File: src/verilog/offload_pkg.sv
// ################################################
// offload unit shared types
// opcodes, command and response records and
// queue depths used by the ALU offload datapath
// ################################################

`default_nettype none

package offload_pkg;

    // alu operations, encoded in 3 bits
    typedef enum logic [2:0] {
        OP_ADD = 3'd0,  // a + b, wraps mod 2^16
        OP_SUB = 3'd1,  // a - b, wraps mod 2^16
        OP_AND = 3'd2,
        OP_XOR = 3'd3,
        OP_SHL = 3'd4,  // a << b[3:0]
        OP_MIN = 3'd5   // unsigned minimum
    } alu_op_e;

    // command as pushed by the host (39 bits)
    typedef struct packed {
        logic [3:0]  tag;     // returned with the response
        alu_op_e     op;
        logic [15:0] a;
        logic [15:0] b;
    } cmd_t;

    // response as popped by the host (20 bits)
    typedef struct packed {
        logic [3:0]  tag;
        logic [15:0] result;
    } rsp_t;

    localparam int unsigned CMD_DEPTH = 4;  // command queue entries
    localparam int unsigned RSP_DEPTH = 4;  // response queue entries

    // occupancy count of the command queue, must reach CMD_DEPTH
    localparam int unsigned CMD_CNT_W = $clog2(CMD_DEPTH) + 1;

endpackage

`default_nettype wire

File: src/verilog/fifo_queue.sv
// ################################################
// generic circular buffer FIFO
// type parameterized payload, occupancy count,
// synchronous flush and optional fall-through
// ################################################

`timescale 1ns/1ps
`default_nettype none

module fifo_queue #(
    parameter int unsigned DEPTH        = 4,           // number of entries, 2 or more
    parameter bit          FALL_THROUGH = 1'b0,        // empty queue passes data through
    parameter type         dtype        = logic [7:0]  // payload type
) (
    input  logic                   clk_i,
    input  logic                   rst_ni,
    input  logic                   flush_i,   // drops every entry at the edge
    input  dtype                   data_i,    // payload to push
    input  logic                   push_i,    // write strobe
    input  logic                   pop_i,     // advance the head
    output dtype                   data_o,    // current head
    output logic                   full_o,
    output logic                   empty_o,
    output logic [$clog2(DEPTH):0] usage_o    // number of stored entries
);

    localparam int unsigned PTR_W = $clog2(DEPTH);
    localparam int unsigned CNT_W = PTR_W + 1;

    // depth check at elaboration
    if (DEPTH < 2) begin : g_depth_check
        $error("fifo_queue needs DEPTH of at least 2");
    end

    // storage, written only on an accepted push
    dtype mem_q [DEPTH];

    logic [PTR_W-1:0] rd_ptr_q, rd_ptr_d;  // head position
    logic [PTR_W-1:0] wr_ptr_q, wr_ptr_d;  // next free slot
    logic [CNT_W-1:0] cnt_q, cnt_d;        // occupancy

    logic push_ok;   // push accepted this cycle
    logic pop_ok;    // pop accepted this cycle
    logic bypass;    // item goes straight from data_i to data_o
    logic mem_we;

    // pointer step with wrap at DEPTH
    function automatic logic [PTR_W-1:0] ptr_inc(input logic [PTR_W-1:0] ptr);
        if (ptr == PTR_W'(DEPTH - 1)) begin
            return '0;
        end
        return ptr + 1'b1;
    endfunction

    // status flags
    assign full_o  = (cnt_q == CNT_W'(DEPTH));
    assign empty_o = (cnt_q == '0) & ~(FALL_THROUGH & push_i);  // push makes it non-empty early
    assign usage_o = cnt_q;

    assign push_ok = push_i & ~full_o;
    assign pop_ok  = pop_i & ~empty_o;
    assign bypass  = FALL_THROUGH & (cnt_q == '0) & push_i & pop_i;
    assign mem_we  = push_ok & ~bypass;  // bypassed item never lands in memory

    // head is the pushed word itself while an empty queue falls through
    assign data_o = (FALL_THROUGH && (cnt_q == '0)) ? data_i : mem_q[rd_ptr_q];

    always_comb begin
        rd_ptr_d = rd_ptr_q;
        wr_ptr_d = wr_ptr_q;
        cnt_d    = cnt_q;

        if (push_ok && !bypass) begin
            wr_ptr_d = ptr_inc(wr_ptr_q);
        end
        if (pop_ok && !bypass) begin
            rd_ptr_d = ptr_inc(rd_ptr_q);
        end

        // simultaneous push and pop keeps the count
        if (push_ok && !pop_ok) begin
            cnt_d = cnt_q + 1'b1;
        end else if (!push_ok && pop_ok) begin
            cnt_d = cnt_q - 1'b1;
        end
    end

    always_ff @(posedge clk_i or negedge rst_ni) begin
        if (!rst_ni) begin
            rd_ptr_q <= '0;
            wr_ptr_q <= '0;
            cnt_q    <= '0;
        end else if (flush_i) begin
            // flush wins over any push or pop in the same cycle
            rd_ptr_q <= '0;
            wr_ptr_q <= '0;
            cnt_q    <= '0;
        end else begin
            rd_ptr_q <= rd_ptr_d;
            wr_ptr_q <= wr_ptr_d;
            cnt_q    <= cnt_d;
        end
    end

    always_ff @(posedge clk_i) begin
        if (mem_we) begin
            mem_q[wr_ptr_q] <= data_i;
        end
    end

    // producer must respect full
    a_no_push_full : assert property (
        @(posedge clk_i) disable iff (!rst_ni)
        full_o |-> !push_i
    ) else $error("push into a full FIFO");

    // consumer must respect empty
    a_no_pop_empty : assert property (
        @(posedge clk_i) disable iff (!rst_ni)
        empty_o |-> !pop_i
    ) else $error("pop from an empty FIFO");

endmodule

`default_nettype wire

File: src/verilog/alu_stage.sv
// ################################################
// single stage ALU
// pops a command, computes the 16 bit result and
// holds tag and result until the response queue
// takes them
// ################################################

`timescale 1ns/1ps
`default_nettype none

module alu_stage (
    input  logic                clk_i,
    input  logic                rst_ni,
    input  logic                flush_i,      // drops the held result
    input  offload_pkg::cmd_t   cmd_i,        // head of the command queue
    input  logic                cmd_empty_i,
    output logic                cmd_pop_o,    // one strobe per command taken
    output offload_pkg::rsp_t   rsp_o,        // registered response
    output logic                rsp_push_o,   // offered only while the queue has room
    input  logic                rsp_full_i    // response queue back-pressure
);

    import offload_pkg::*;

    rsp_t rsp_d;        // combinational result for the head command
    rsp_t rsp_q;        // output register payload
    logic rsp_valid_q;  // output register holds an item
    logic rsp_taken;    // response queue accepts the item this cycle

    assign rsp_taken = rsp_valid_q & ~rsp_full_i;

    // take a new command when the register is free or draining now
    assign cmd_pop_o = ~cmd_empty_i & (~rsp_valid_q | rsp_taken);

    // opcode decode and datapath
    always_comb begin
        rsp_d.tag = cmd_i.tag;
        case (cmd_i.op)
            OP_ADD:  rsp_d.result = cmd_i.a + cmd_i.b;   // wraps
            OP_SUB:  rsp_d.result = cmd_i.a - cmd_i.b;   // wraps
            OP_AND:  rsp_d.result = cmd_i.a & cmd_i.b;
            OP_XOR:  rsp_d.result = cmd_i.a ^ cmd_i.b;
            OP_SHL:  rsp_d.result = cmd_i.a << cmd_i.b[3:0];
            OP_MIN:  rsp_d.result = (cmd_i.a < cmd_i.b) ? cmd_i.a : cmd_i.b;
            default: rsp_d.result = '0;  // unused encodings
        endcase
    end

    // valid flag
    always_ff @(posedge clk_i or negedge rst_ni) begin
        if (!rst_ni) begin
            rsp_valid_q <= 1'b0;
        end else if (flush_i) begin
            rsp_valid_q <= 1'b0;
        end else if (cmd_pop_o) begin
            rsp_valid_q <= 1'b1;  // refill, possibly while draining
        end else if (rsp_taken) begin
            rsp_valid_q <= 1'b0;
        end
    end

    // payload, loaded only on a pop
    always_ff @(posedge clk_i) begin
        if (cmd_pop_o) begin
            rsp_q <= rsp_d;
        end
    end

    assign rsp_o      = rsp_q;
    assign rsp_push_o = rsp_taken;  // held item waits out a full queue

    // a stalled response stays put until the queue takes it
    a_hold_stalled : assert property (
        @(posedge clk_i) disable iff (!rst_ni)
        (rsp_valid_q && rsp_full_i && !flush_i) |=> (rsp_valid_q && $stable(rsp_q))
    ) else $error("ALU result changed while stalled");

endmodule

`default_nettype wire

File: src/verilog/offload_unit.sv
// ################################################
// arithmetic offload unit top level
// command queue, ALU stage and response queue in
// a chain that keeps command order
// ################################################

`timescale 1ns/1ps
`default_nettype none

module offload_unit (
    input  logic                              clk_i,
    input  logic                              rst_ni,
    input  logic                              flush_i,      // clears queues and ALU register
    // host command side
    input  offload_pkg::cmd_t                 cmd_i,
    input  logic                              cmd_push_i,
    output logic                              cmd_full_o,
    output logic [offload_pkg::CMD_CNT_W-1:0] cmd_usage_o,  // command queue occupancy
    // host response side
    output offload_pkg::rsp_t                 rsp_o,        // head of the response queue
    output logic                              rsp_empty_o,
    input  logic                              rsp_pop_i
);

    import offload_pkg::*;

    // command queue to ALU
    cmd_t cmd_head;
    logic cmd_empty;
    logic cmd_pop;

    // ALU to response queue
    rsp_t alu_rsp;
    logic alu_push;
    logic rsp_full;

    // fall-through so a command reaches the ALU in its push cycle
    fifo_queue #(
        .DEPTH        (CMD_DEPTH),
        .FALL_THROUGH (1'b1),
        .dtype        (cmd_t)
    ) cmd_queue_i (
        .clk_i   (clk_i),
        .rst_ni  (rst_ni),
        .flush_i (flush_i),
        .data_i  (cmd_i),
        .push_i  (cmd_push_i),
        .pop_i   (cmd_pop),
        .data_o  (cmd_head),
        .full_o  (cmd_full_o),
        .empty_o (cmd_empty),
        .usage_o (cmd_usage_o)
    );

    alu_stage alu_stage_i (
        .clk_i       (clk_i),
        .rst_ni      (rst_ni),
        .flush_i     (flush_i),
        .cmd_i       (cmd_head),
        .cmd_empty_i (cmd_empty),
        .cmd_pop_o   (cmd_pop),
        .rsp_o       (alu_rsp),
        .rsp_push_o  (alu_push),
        .rsp_full_i  (rsp_full)
    );

    // registered output, no fall-through
    fifo_queue #(
        .DEPTH        (RSP_DEPTH),
        .FALL_THROUGH (1'b0),
        .dtype        (rsp_t)
    ) rsp_queue_i (
        .clk_i   (clk_i),
        .rst_ni  (rst_ni),
        .flush_i (flush_i),
        .data_i  (alu_rsp),
        .push_i  (alu_push),
        .pop_i   (rsp_pop_i),
        .data_o  (rsp_o),
        .full_o  (rsp_full),
        .empty_o (rsp_empty_o),
        .usage_o ()             // host sees only empty
    );

endmodule

`default_nettype wire

File: config.mk
export PLATFORM = sky130hd
export DESIGN_NAME = offload_unit
export DESIGN_NICKNAME = d
export VERILOG_FILES = /design/src/verilog/offload_pkg.sv /design/src/verilog/fifo_queue.sv /design/src/verilog/alu_stage.sv /design/src/verilog/offload_unit.sv
export SDC_FILE = /design/constraint.sdc
export NUM_CORES = 1
export LEC_CHECK = 0
export ABC_AREA = 0
export BUFFER_PORTS_ARGS = -buffer_cell sky130_fd_sc_hd__buf_2
export CAP_MARGIN = 10
export CORE_ASPECT_RATIO = 1.5
export CORE_UTILIZATION = 30
export DETAILED_ROUTE_END_ITERATION = 7
export SLEW_MARGIN = 25
export SYNTH_ARGS = -nofsm -noshare
export SYNTH_HDL_FRONTEND = slang
export SYNTH_SLANG_ARGS = --single-unit
File: constraint.sdc
create_clock -name clk_i -period 8.5 [get_ports clk_i]
set_input_delay 0.425 -clock clk_i [delete_from_list [all_inputs] [get_ports clk_i]]
set_output_delay 0.425 -clock clk_i [all_outputs]
set_load 0.005 [all_outputs]
==> results.py, run 1 <==
metrics = {
    "clock_network": {
        "clock-sinks": 271,
        "htree_num_levels": 1,
        "numCtsBuffers": 24,
        "clk_path_buf_depth": 3,
        "cts_setup_buffers": 0,
        "root_buffer": "clkbuf_16",
        "clk_pin_slew_ns": 0.07,
        "cts_tree": "built",
        "clock_latency_ns": 0.54,
    },
    "worst_setup_path": {
        "crit_start": "cmd_queue_i.rd_ptr_q[0]",
        "cp.arrival_ns": 5.42,
        "crit_chain": "buf_4 -> mux4_2 -> mux2i_1 -> inv_1 -> ha_1 -> inv_1 -> nor3_1 -> nand3_1 -> o211ai_1 -> buf_4 -> a21oi_1 -> a221o_1",
        "r2r_cells": 12,
        "critPathMaxStageDelay_ns": 0.93,
        "critical-path-top-delay-family": "buffers and inverters",
        "path_max_fanout": 26,
        "worstSetupStartpointType": "flop",
        "crit_end": "alu_stage_i.rsp_o[1]",
        "r2r-start": "cmd_queue_i.rd_ptr_q[0]",
        "critPathKind": "flop to flop",
        "r2r_setup_slack_ns": 3.37,
        "critPathRequiredTime_ns": 8.79,
        "worstSetupPathDepth": 12,
        "cp_num_buf_inv": 4,
        "r2r_end": "alu_stage_i.rsp_o[1]",
        "slowest_stage": "dfrtp_2",
        "cp-end-kind": "flop",
    },
    "detailed_routing": {
        "avgViaCountPerCell": 5.15,
        "dr.pass1.iters": 5,
        "vias": 8253,
        "drt-total-wl_um": 31900,
        "drc_errors": 0,
        "antenna_left": 0,
        "dr.first_iter.drc_count": 733,
        "post_drt_wl_per_cell_um": 19.9,
    },
    "synth": {
        "async_flop_share": 0.0554,
        "yosys-top-cells-area": "edfxtp_1 57%, mux4_2 9.4%, ha_1 4.0%, mux2i_1 3.3%, dfrtp_1 2.8%",
        "syn_area_per_cell_um2": 14.3,
        "ys_seq_area_frac": 0.599,
        "syn-num-nets": 1035,
        "synth.distinct_cells": 64,
        "syn_inst": 944,
        "yosys_most_used_dff": "edfxtp_1",
        "ys_ff_latch": 271,
        "yosysTopAreaCell": "edfxtp_1",
        "synthDominantCellAreaShare": 0.571,
        "yosys_warnings": 0,
        "synth_edf_count": 256,
        "synthesis.area_um2": 13500,
    },
    "grt": {
        "grt_use_met2": 0.267,
        "grt_max_degree": 40,
        "antenna_found_initial": 1,
        "grt_usage": 0.141,
        "grt_pass1_vias": 8557,
        "grt-ovfl-total": 0,
        "grt_pass1_wl_um": 50100,
        "use_met3": 0.0177,
        "use_met1": 0.157,
        "top_usage_layer": "met2",
    },
    "sta": {
        "grt_setup_unrepaired": "no",
        "min_period_ns": 5.13,
        "skew_ns": 0.0117,
        "timing.fmax_ghz": 0.195,
        "hold_violations": 0,
        "setup-tns-final_ns": 0,
        "slew_headroom": 0.295,
        "finalCritPeriodShare": 0.604,
        "drv_slew": 0,
        "tightest_slew_ns": 1.06,
        "setup_ws_ns": 3.37,
        "setup_violations": 0,
    },
    "worst_hold_path": {
        "hold_path_class": "primary input to flop",
        "worstHoldStart": "cmd_i[3]",
        "hold-path-cell-count": 1,
    },
    "die": {
        "ios": 69,
        "die_w_um": 175,
        "die_area_um2": 45700,
        "core_um2": 44100,
        "dieHeight_um": 261,
        "initial_core_util": 0.305,
        "rows": 94,
    },
    "power_and_ir_drop": {
        "vdd_ir_drop_max_uv": 169,
        "p_per_area_nw_per_um2": 418,
        "power_leakage_nw": 5.34,
        "p_total_mw": 6.37,
    },
    "final_layout": {
        "antenna_cells": 0,
        "fill_cells": 4262,
        "drive_gt1_frac": 0.222,
        "layout_common_cells": "256 x edfxtp_1, 68 x buf_2, 64 x nor2_1",
        "nets": 1100,
        "area_growth_pct": 13.3,
        "layout_commonest_cell": "edfxtp_1",
    },
    "placement": {
        "port_buffers": 68,
        "place.gp.congestion": 0.898,
        "hpwl_um": 22700,
        "post-place-ws_ns": 3.29,
    },
    "status": {
        "status": "completed",
    },
    "run": {
        "drv_cap": 0,
    },
}
==> cells in the mapped netlist (4+ instances only) <==
| master | count |
|---|---|
| a211oi_1 | 11 |
| a21oi_1 | 53 |
| a221o_1 | 6 |
| a31oi_1 | 9 |
| and2_1 | 6 |
| and3_1 | 7 |
| buf_1 | 4 |
| buf_2 | 10 |
| buf_6 | 4 |
| clkbuf_1 | 30 |
| dfrtp_1 | 15 |
| edfxtp_1 | 256 |
| fa_1 | 4 |
| ha_1 | 43 |
| inv_1 | 46 |
| mux2_2 | 27 |
| mux2i_1 | 45 |
| mux4_2 | 56 |
| nand2_1 | 55 |
| nand2b_1 | 8 |
| nand3_1 | 16 |
| nand3b_1 | 4 |
| nand4_1 | 5 |
| nor2_1 | 64 |
| nor2b_1 | 10 |
| nor3_1 | 19 |
| o2111ai_1 | 4 |
| o211ai_1 | 22 |
| o21ai_0 | 31 |
| o21bai_1 | 5 |
| o22ai_1 | 9 |
| xnor2_1 | 9 |
==> per-layer routing <==
| metal | wire length [um] | vias to the layer above |
|---|---|---|
| li1 | - | 3808 |
| met1 | 12400 | 4188 |
| met2 | 17200 | 189 |
| met3 | 1060 | 68 |
| met4 | 1220 | 0 |
| met5 | 0 | - |
==> report_power, final <==
| group | internal [mW] | total, mW | switching (mW) | leakage [nW] |
|---|---|---|---|---|
| Clock | 0.566 | 1.05 | 0.481 | 0.352 |
| Sequential | 1.78 | 1.91 | 0.125 | 2.55 |
| Combinational | 1.34 | 3.41 | 2.07 | 2.44 |
==> how the worst min path moves through the flow <==
stage / end / slack (ns)
floorplan: alu_stage_i.rsp_valid_q / 0.13
global placement: cmd_queue_i.wr_ptr_q[0] / 0.35
detailed placement: cmd_queue_i.wr_ptr_q[0] / 0.37
CTS: cmd_queue_i.mem_q[2][19] / 0.09
global route: cmd_queue_i.mem_q[1][3] / 0.11
finish: cmd_queue_i.mem_q[1][3] / 0.12
==> final cells by class <==
cell class	instances	area, um^2	share of cell area
flip-flops and latches	271	8070	0.529
clock buffers	27	633	0.0415
repair buffers	89	500	0.0328
well taps	576	721	0.0473
inverters	47	176	0.0116
multi-input cells	576	5040	0.331
clock inverters	16	110	0.00722
==> per-stage QoR <==
step | hold WS, ns | utilization | cell area [um^2] | cells
after CTS | 0.0936 | 0.346 | 15200 | 1602
final | 0.117 | 0.346 | 15200 | 1602
after global routing | 0.115 | 0.346 | 15200 | 1602
after floorplan | 0.129 | - | 13500 | 944
after global placement | 0.355 | 0.328 | 14500 | 1558
after detailed placement | 0.365 | 0.329 | 14500 | 1558
==> logic make-up after synthesis <==
| group | Yosys count | synth area share |
|---|---|---|
| muxes | 133 | 0.158 |
| and+or+nand+nor | 204 | 0.0713 |
| buffers and inverters | 97 | 0.0308 |
| DFF | 271 | 0.599 |
| adders and majority gates | 47 | 0.0459 |
| AOI/OAI and AO/OA | 182 | 0.0887 |
| xor gates and xnor gates | 10 | 0.00651 |
==> timing repair <==
| action | 4_1_cts | 5_1_grt |
|---|---|---|
| gates resized for setup | 0 | 0 |
| endpoints found under the hold margin | 15 | 0 |
| hold buffers | 1 | 0 |
==> registers in the layout (all words and copies together) (netlist names), 2 cells and up <==
register / count
rsp_queue_i.rd_ptr_q: 2
cmd_queue_i.rd_ptr_q: 2
rsp_queue_i.wr_ptr_q: 2
rsp_queue_i.usage_o: 3
cmd_queue_i.wr_ptr_q: 2
rsp_queue_i.mem_q: 80
alu_stage_i.rsp_o: 20
cmd_queue_i.mem_q: 156
cmd_queue_i.usage_o: 3
(Power assumes the default switching activity.)
==> run 2, diff against run 1 <==
- clock period: 8.5 -> 5.1 ns (I/O delays scaled with it)
==> results.py, run 2 (same netlist as run 1, synthesis figures left out) <==
metrics = {
    "worst_setup_path": {
        "critPathKind": "flop to flop",
        "r2r_setup_slack_ns": 0.70,
        "r2r_end": "alu_stage_i.rsp_o[15]",
        "r2r_cells": 11,
        "worstSetupStartpointType": "flop",
        "critPathRequiredTime_ns": 5.37,
        "path_max_fanout": 15,
        "cp.arrival_ns": 4.67,
        "cp-end-kind": "flop",
        "r2r-start": "cmd_queue_i.rd_ptr_q[0]",
    },
    "final_layout": {
        "drive_gt1_frac": 0.223,
        "multi_input_area_um2": 5040,
        "regMostFlops": "cmd_queue_i.mem_q",
        "register_area_um2": 8060,
        "layout_commonest_cell": "edfxtp_1",
        "area_growth_pct": 17.5,
        "fill_cells": 4218,
        "layout_common_cells": "256 x edfxtp_1, 68 x buf_2, 63 x nor2_1",
        "nets": 1147,
        "largest_reg_flops": 156,
        "design_area_um2": 15800,
        "antenna_cells": 0,
    },
    "clock_network": {
        "numCtsBuffers": 24,
        "root_buffer": "clkbuf_16",
        "clk_pin_slew_ns": 0.07,
        "cts_tree": "built",
        "clk_path_buf_depth": 3,
        "clock-sinks": 271,
        "cts_resized": 0,
        "clock_latency_ns": 0.55,
        "htree_num_levels": 1,
    },
    "power_and_ir_drop": {
        "p_per_area_nw_per_um2": 682,
        "internal-power_mw": 6.33,
        "pwr-share-seq": 0.294,
        "power_leakage_nw": 5.61,
        "power_frac_clock": 0.176,
        "combPwrFrac": 0.530,
        "p_sw_frac": 0.414,
        "vdd_ir_drop_max_uv": 281,
        "power_switching_mw": 4.47,
    },
    "die": {
        "die_area_um2": 45700,
        "ios": 69,
        "die_w_um": 175,
        "dieHeight_um": 261,
        "initial_core_util": 0.305,
        "core_um2": 44100,
        "rows": 94,
    },
    "detailed_routing": {
        "avgViaCountPerCell": 5.10,
        "dr.pass1.iters": 6,
        "dr.first_iter.drc_count": 739,
        "drt-total-wl_um": 32400,
        "vias": 8408,
        "antenna_left": 0,
        "drc_errors": 0,
        "post_drt_wl_per_cell_um": 19.7,
    },
    "sta": {
        "skew_ns": 0.0153,
        "tightest_slew_ns": 0.998,
        "slew_headroom": 0.334,
        "drv_slew": 0,
        "timing.fmax_ghz": 0.227,
        "setup_violations": 0,
        "grt_setup_unrepaired": "no",
        "min_period_ns": 4.40,
        "hold_violations": 0,
        "setup-tns-final_ns": 0,
        "finalCritPeriodShare": 0.863,
    },
    "grt": {
        "grt_usage": 0.144,
        "grt_pass1_vias": 8986,
        "grt-ovfl-total": 0,
        "grt_pass1_wl_um": 51100,
        "grt_max_degree": 45,
        "antenna_found_initial": 0,
    },
    "status": {
        "status": "completed",
    },
    "worst_hold_path": {
        "hold_end": "cmd_queue_i.rd_ptr_q[1]",
        "hold-path-cell-count": 2,
        "worstHoldStart": "flush_i",
        "hold_path_class": "primary input to flop",
    },
    "placement": {
        "port_buffers": 68,
        "dpl_cell_area_um2": 14600,
        "hpwl_um": 23200,
        "place.gp.congestion": 0.882,
    },
    "run": {
        "drv_cap": 0,
    },
}
run 2: changes by cell type in the layout (fill, tap and decap cells not counted), sizes merged:
cell	previous run	this run
dlygate4sd3	1	40
buf	88	96
bufinv	1	4
clkinv	11	9
clkinvlp	4	2
inv	47	49
clkbuf	27	26
run 2: critical path: stages, from the launching register on:
cell	delay, ns
dfrtp_2	0.67
mux4_2	0.56
mux2i_1	0.54
ha_1	0.37
nor2b_1	0.15
o2111ai_1	0.27
a21oi_1	0.21
o41ai_1	0.79
o21ai_0	0.21
xor2_1	0.18
nand2_1	0.07
nand4b_1	0.10
run 2: power groups by stage:
stage / clock [mW] / sequential [mW] / combinational [mW]
final: 1.90 / 3.18 / 5.72
after floorplan: 0 / 3.14 / 4.14
after global routing: 2.02 / 3.22 / 6.24
after detailed placement: 0 / 3.23 / 5.63
after global placement: 0 / 3.21 / 5.63
after CTS: 1.95 / 3.18 / 5.69
run 2: through the flow:
stage                     hold slack [ns]  instances   util  total power, mW  worst slack (ns)
after floorplan                   -0.0406        944      -             7.27             0.766
final                              0.0913       1649  0.359             10.8             0.701
after CTS                          0.0707       1649  0.359             10.8             0.723
after global placement              0.202       1563  0.329             8.83             0.775
after detailed placement            0.202       1566  0.331             8.86             0.732
after global routing                0.110       1649  0.359             11.5             0.386
run 2: final cells by class:
type                    instances  share of cell area
inverters                      47              0.0112
multi-input cells             576               0.318
repair buffers                136              0.0637
clock buffers                  26              0.0384
flip-flops and latches        271               0.510
well taps                     576              0.0456
clock inverters                17              0.0130
run 2: what timing repair did:
action	CTS	global route
endpoints found under the hold margin	171	0
buffers inserted	0	0
hold buffers	40	0
run 2: how the worst max path moves through the flow:
stage,from,end,slack [ns],cells after the start
finish,cmd_queue_i.rd_ptr_q[0],alu_stage_i.rsp_o[15],0.70,11
global placement,cmd_queue_i.rd_ptr_q[0],alu_stage_i.rsp_o[15],0.77,11
global route,cmd_queue_i.rd_ptr_q[0],alu_stage_i.rsp_o[15],0.39,11
CTS,cmd_queue_i.rd_ptr_q[0],alu_stage_i.rsp_o[15],0.72,11
detailed placement,cmd_queue_i.rd_ptr_q[0],alu_stage_i.rsp_o[15],0.73,11
floorplan,cmd_queue_i.usage_o[1],alu_stage_i.rsp_o[2],0.77,17
run 2: per-layer routing:
| metal | track usage | wire [um] |
|---|---|---|
| met4 | 0.0623 | 1100 |
| met3 | 0.0151 | 1140 |
| met1 | 0.159 | 12600 |
| met2 | 0.276 | 17600 |
| met5 | 0 | 0 |
==> run 3, diff against run 2 <==
- ABC_CLOCK_PERIOD_IN_PS: unset -> 5550
- clock period: 5.1 -> 5.55 ns (I/O delays scaled with it)
==> results.py, run 3 (same netlist as run 1, synthesis figures left out) <==
metrics = {
    "status": {
        "status": "completed",
    },
    "sta": {
        "timing.fmax_ghz": 0.223,
        "tightest_slew_ns": 0.777,
        "drv_slew": 0,
        "setup_violations": 0,
        "setup_ws_ns": 1.07,
        "setup-tns-final_ns": 0,
        "hold_violations": 0,
        "min_period_ns": 4.48,
        "worst_hold_slack_ns": 0.109,
        "skew_ns": 0.0185,
        "slew_headroom": 0.480,
        "finalCritPeriodShare": 0.808,
        "grt_setup_unrepaired": "no",
    },
    "final_layout": {
        "largest_reg_flops": 156,
        "area_growth_pct": 17.5,
        "layout_common_cells": "256 x edfxtp_1, 68 x buf_2, 64 x nor2_1",
        "layout_commonest_cell": "edfxtp_1",
        "nets": 1152,
        "regMostFlops": "cmd_queue_i.mem_q",
        "final_util": 0.359,
        "drive_gt1_frac": 0.225,
    },
    "placement": {
        "post-place-ws_ns": 1.04,
        "place.gp.congestion": 0.966,
        "port_buffers": 68,
        "hpwl_um": 23000,
    },
    "die": {
        "die_area_um2": 45700,
        "rows": 94,
        "ios": 69,
        "die_w_um": 175,
        "initial_core_util": 0.305,
        "dieHeight_um": 261,
        "core_um2": 44100,
    },
    "detailed_routing": {
        "vias": 8469,
        "antenna_left": 0,
        "dr.first_iter.drc_count": 553,
        "avgViaCountPerCell": 5.12,
        "dr.pass1.iters": 5,
        "drc_errors": 0,
        "drt-total-wl_um": 32400,
        "post_drt_wl_per_cell_um": 19.5,
    },
    "clock_network": {
        "clk_path_buf_depth": 3,
        "clock-sinks": 271,
        "clock_latency_ns": 0.55,
        "cts_tree": "built",
        "cts_resized": 0,
        "cts_hold_buf": 40,
        "clk_pin_slew_ns": 0.07,
        "cts_setup_buffers": 0,
        "numCtsBuffers": 25,
        "root_buffer": "clkbuf_16",
        "htree_num_levels": 1,
    },
    "power_and_ir_drop": {
        "power_frac_clock": 0.177,
        "p_total_mw": 9.99,
        "power_switching_mw": 4.13,
        "pwr-share-seq": 0.294,
        "internal-power_mw": 5.86,
        "vdd_ir_drop_max_uv": 305,
        "p_per_area_nw_per_um2": 631,
        "power_leakage_nw": 5.62,
        "p_sw_frac": 0.414,
        "combPwrFrac": 0.529,
    },
    "grt": {
        "grt-ovfl-total": 0,
        "top_usage_layer": "met2",
        "antenna_found_initial": 1,
        "use_met1": 0.157,
        "use_met3": 0.0176,
        "grt_usage": 0.141,
        "grt_pass1_wl_um": 49900,
        "grt_pass1_vias": 8705,
        "grt_max_degree": 45,
        "grt_use_met2": 0.265,
    },
    "worst_setup_path": {
        "critPathMaxStageDelay_ns": 0.74,
        "cp_num_buf_inv": 4,
        "critical-path-top-delay-family": "buffers and inverters",
        "critPathRequiredTime_ns": 5.85,
        "worstSetupStartpointType": "flop",
        "cp.arrival_ns": 4.78,
        "critPathKind": "flop to flop",
        "cp-end-kind": "flop",
        "r2r_setup_slack_ns": 1.07,
        "path_max_fanout": 29,
        "slowest_stage": "dfrtp_2",
        "r2r_cells": 12,
        "crit_chain": "buf_4 -> mux4_2 -> mux2i_1 -> inv_1 -> ha_1 -> inv_1 -> nor3_1 -> nand3_1 -> o211ai_1 -> buf_4 -> a21oi_1 -> a221o_1",
        "worstSetupPathDepth": 12,
    },
    "worst_hold_path": {
        "hold_path_class": "primary input to flop",
        "hold-path-cell-count": 2,
    },
    "run": {
        "drv_cap": 0,
    },
}
-- run 3: cell types whose count changed in the layout (fill, tap and decap cells not counted), sizes merged --
cell	delta
buf	+4
bufinv	-1
clkbuf	+6
clkinv	-6
diode	+1
inv	+2
-- run 3: through the flow --
| stage | cell area, um^2 | instances |
|---|---|---|
| 6_report | 15800 | 1655 |
| 5_1_grt | 15800 | 1655 |
| 4_1_cts | 15800 | 1654 |
| 3_5_place_dp | 14600 | 1570 |
| 3_3_place_gp | 14600 | 1569 |
| 2_1_floorplan | 13500 | 944 |
-- run 3: power by group through the flow --
stage,Clock (mW),Combinational [mW],Sequential [mW]
3_5_place_dp,0,5.22,2.99
3_3_place_gp,0,5.20,2.97
5_1_grt,1.87,5.78,2.98
4_1_cts,1.82,5.26,2.95
6_report,1.77,5.29,2.94
2_1_floorplan,0,3.80,2.88
-- run 3: layer usage --
metal | share of wire | wire (um)
met2 | 0.54 | 17500
met4 | 0.037 | 1200
met5 | 0 | 0
met3 | 0.040 | 1300
met1 | 0.38 | 12400
-- run 3: final cells by class --
class	instances	area, um^2
repair buffers	140	997
inverters	47	176
fillers	4233	28300
diodes	1	2.50
multi-input cells	576	5030
clock inverters	12	156
flip-flops and latches	271	8070
well taps	576	721
clock buffers	32	672
-- run 3: worst paths after layout --
| path | to | start |
|---|---|---|
| min in group asynchronous | cmd_queue_i.wr_ptr_q[0] | rst_ni |
| worst max-delay path | alu_stage_i.rsp_o[1] | cmd_queue_i.rd_ptr_q[0] |
| worst max register to register | alu_stage_i.rsp_o[1] | cmd_queue_i.rd_ptr_q[0] |
| worst min-delay path | rsp_queue_i.usage_o[0] | flush_i |
| max in group asynchronous | rsp_queue_i.rd_ptr_q[1] | rst_ni |
| worst min register to register | rsp_queue_i.mem_q[1][5] | alu_stage_i.rsp_o[5] |
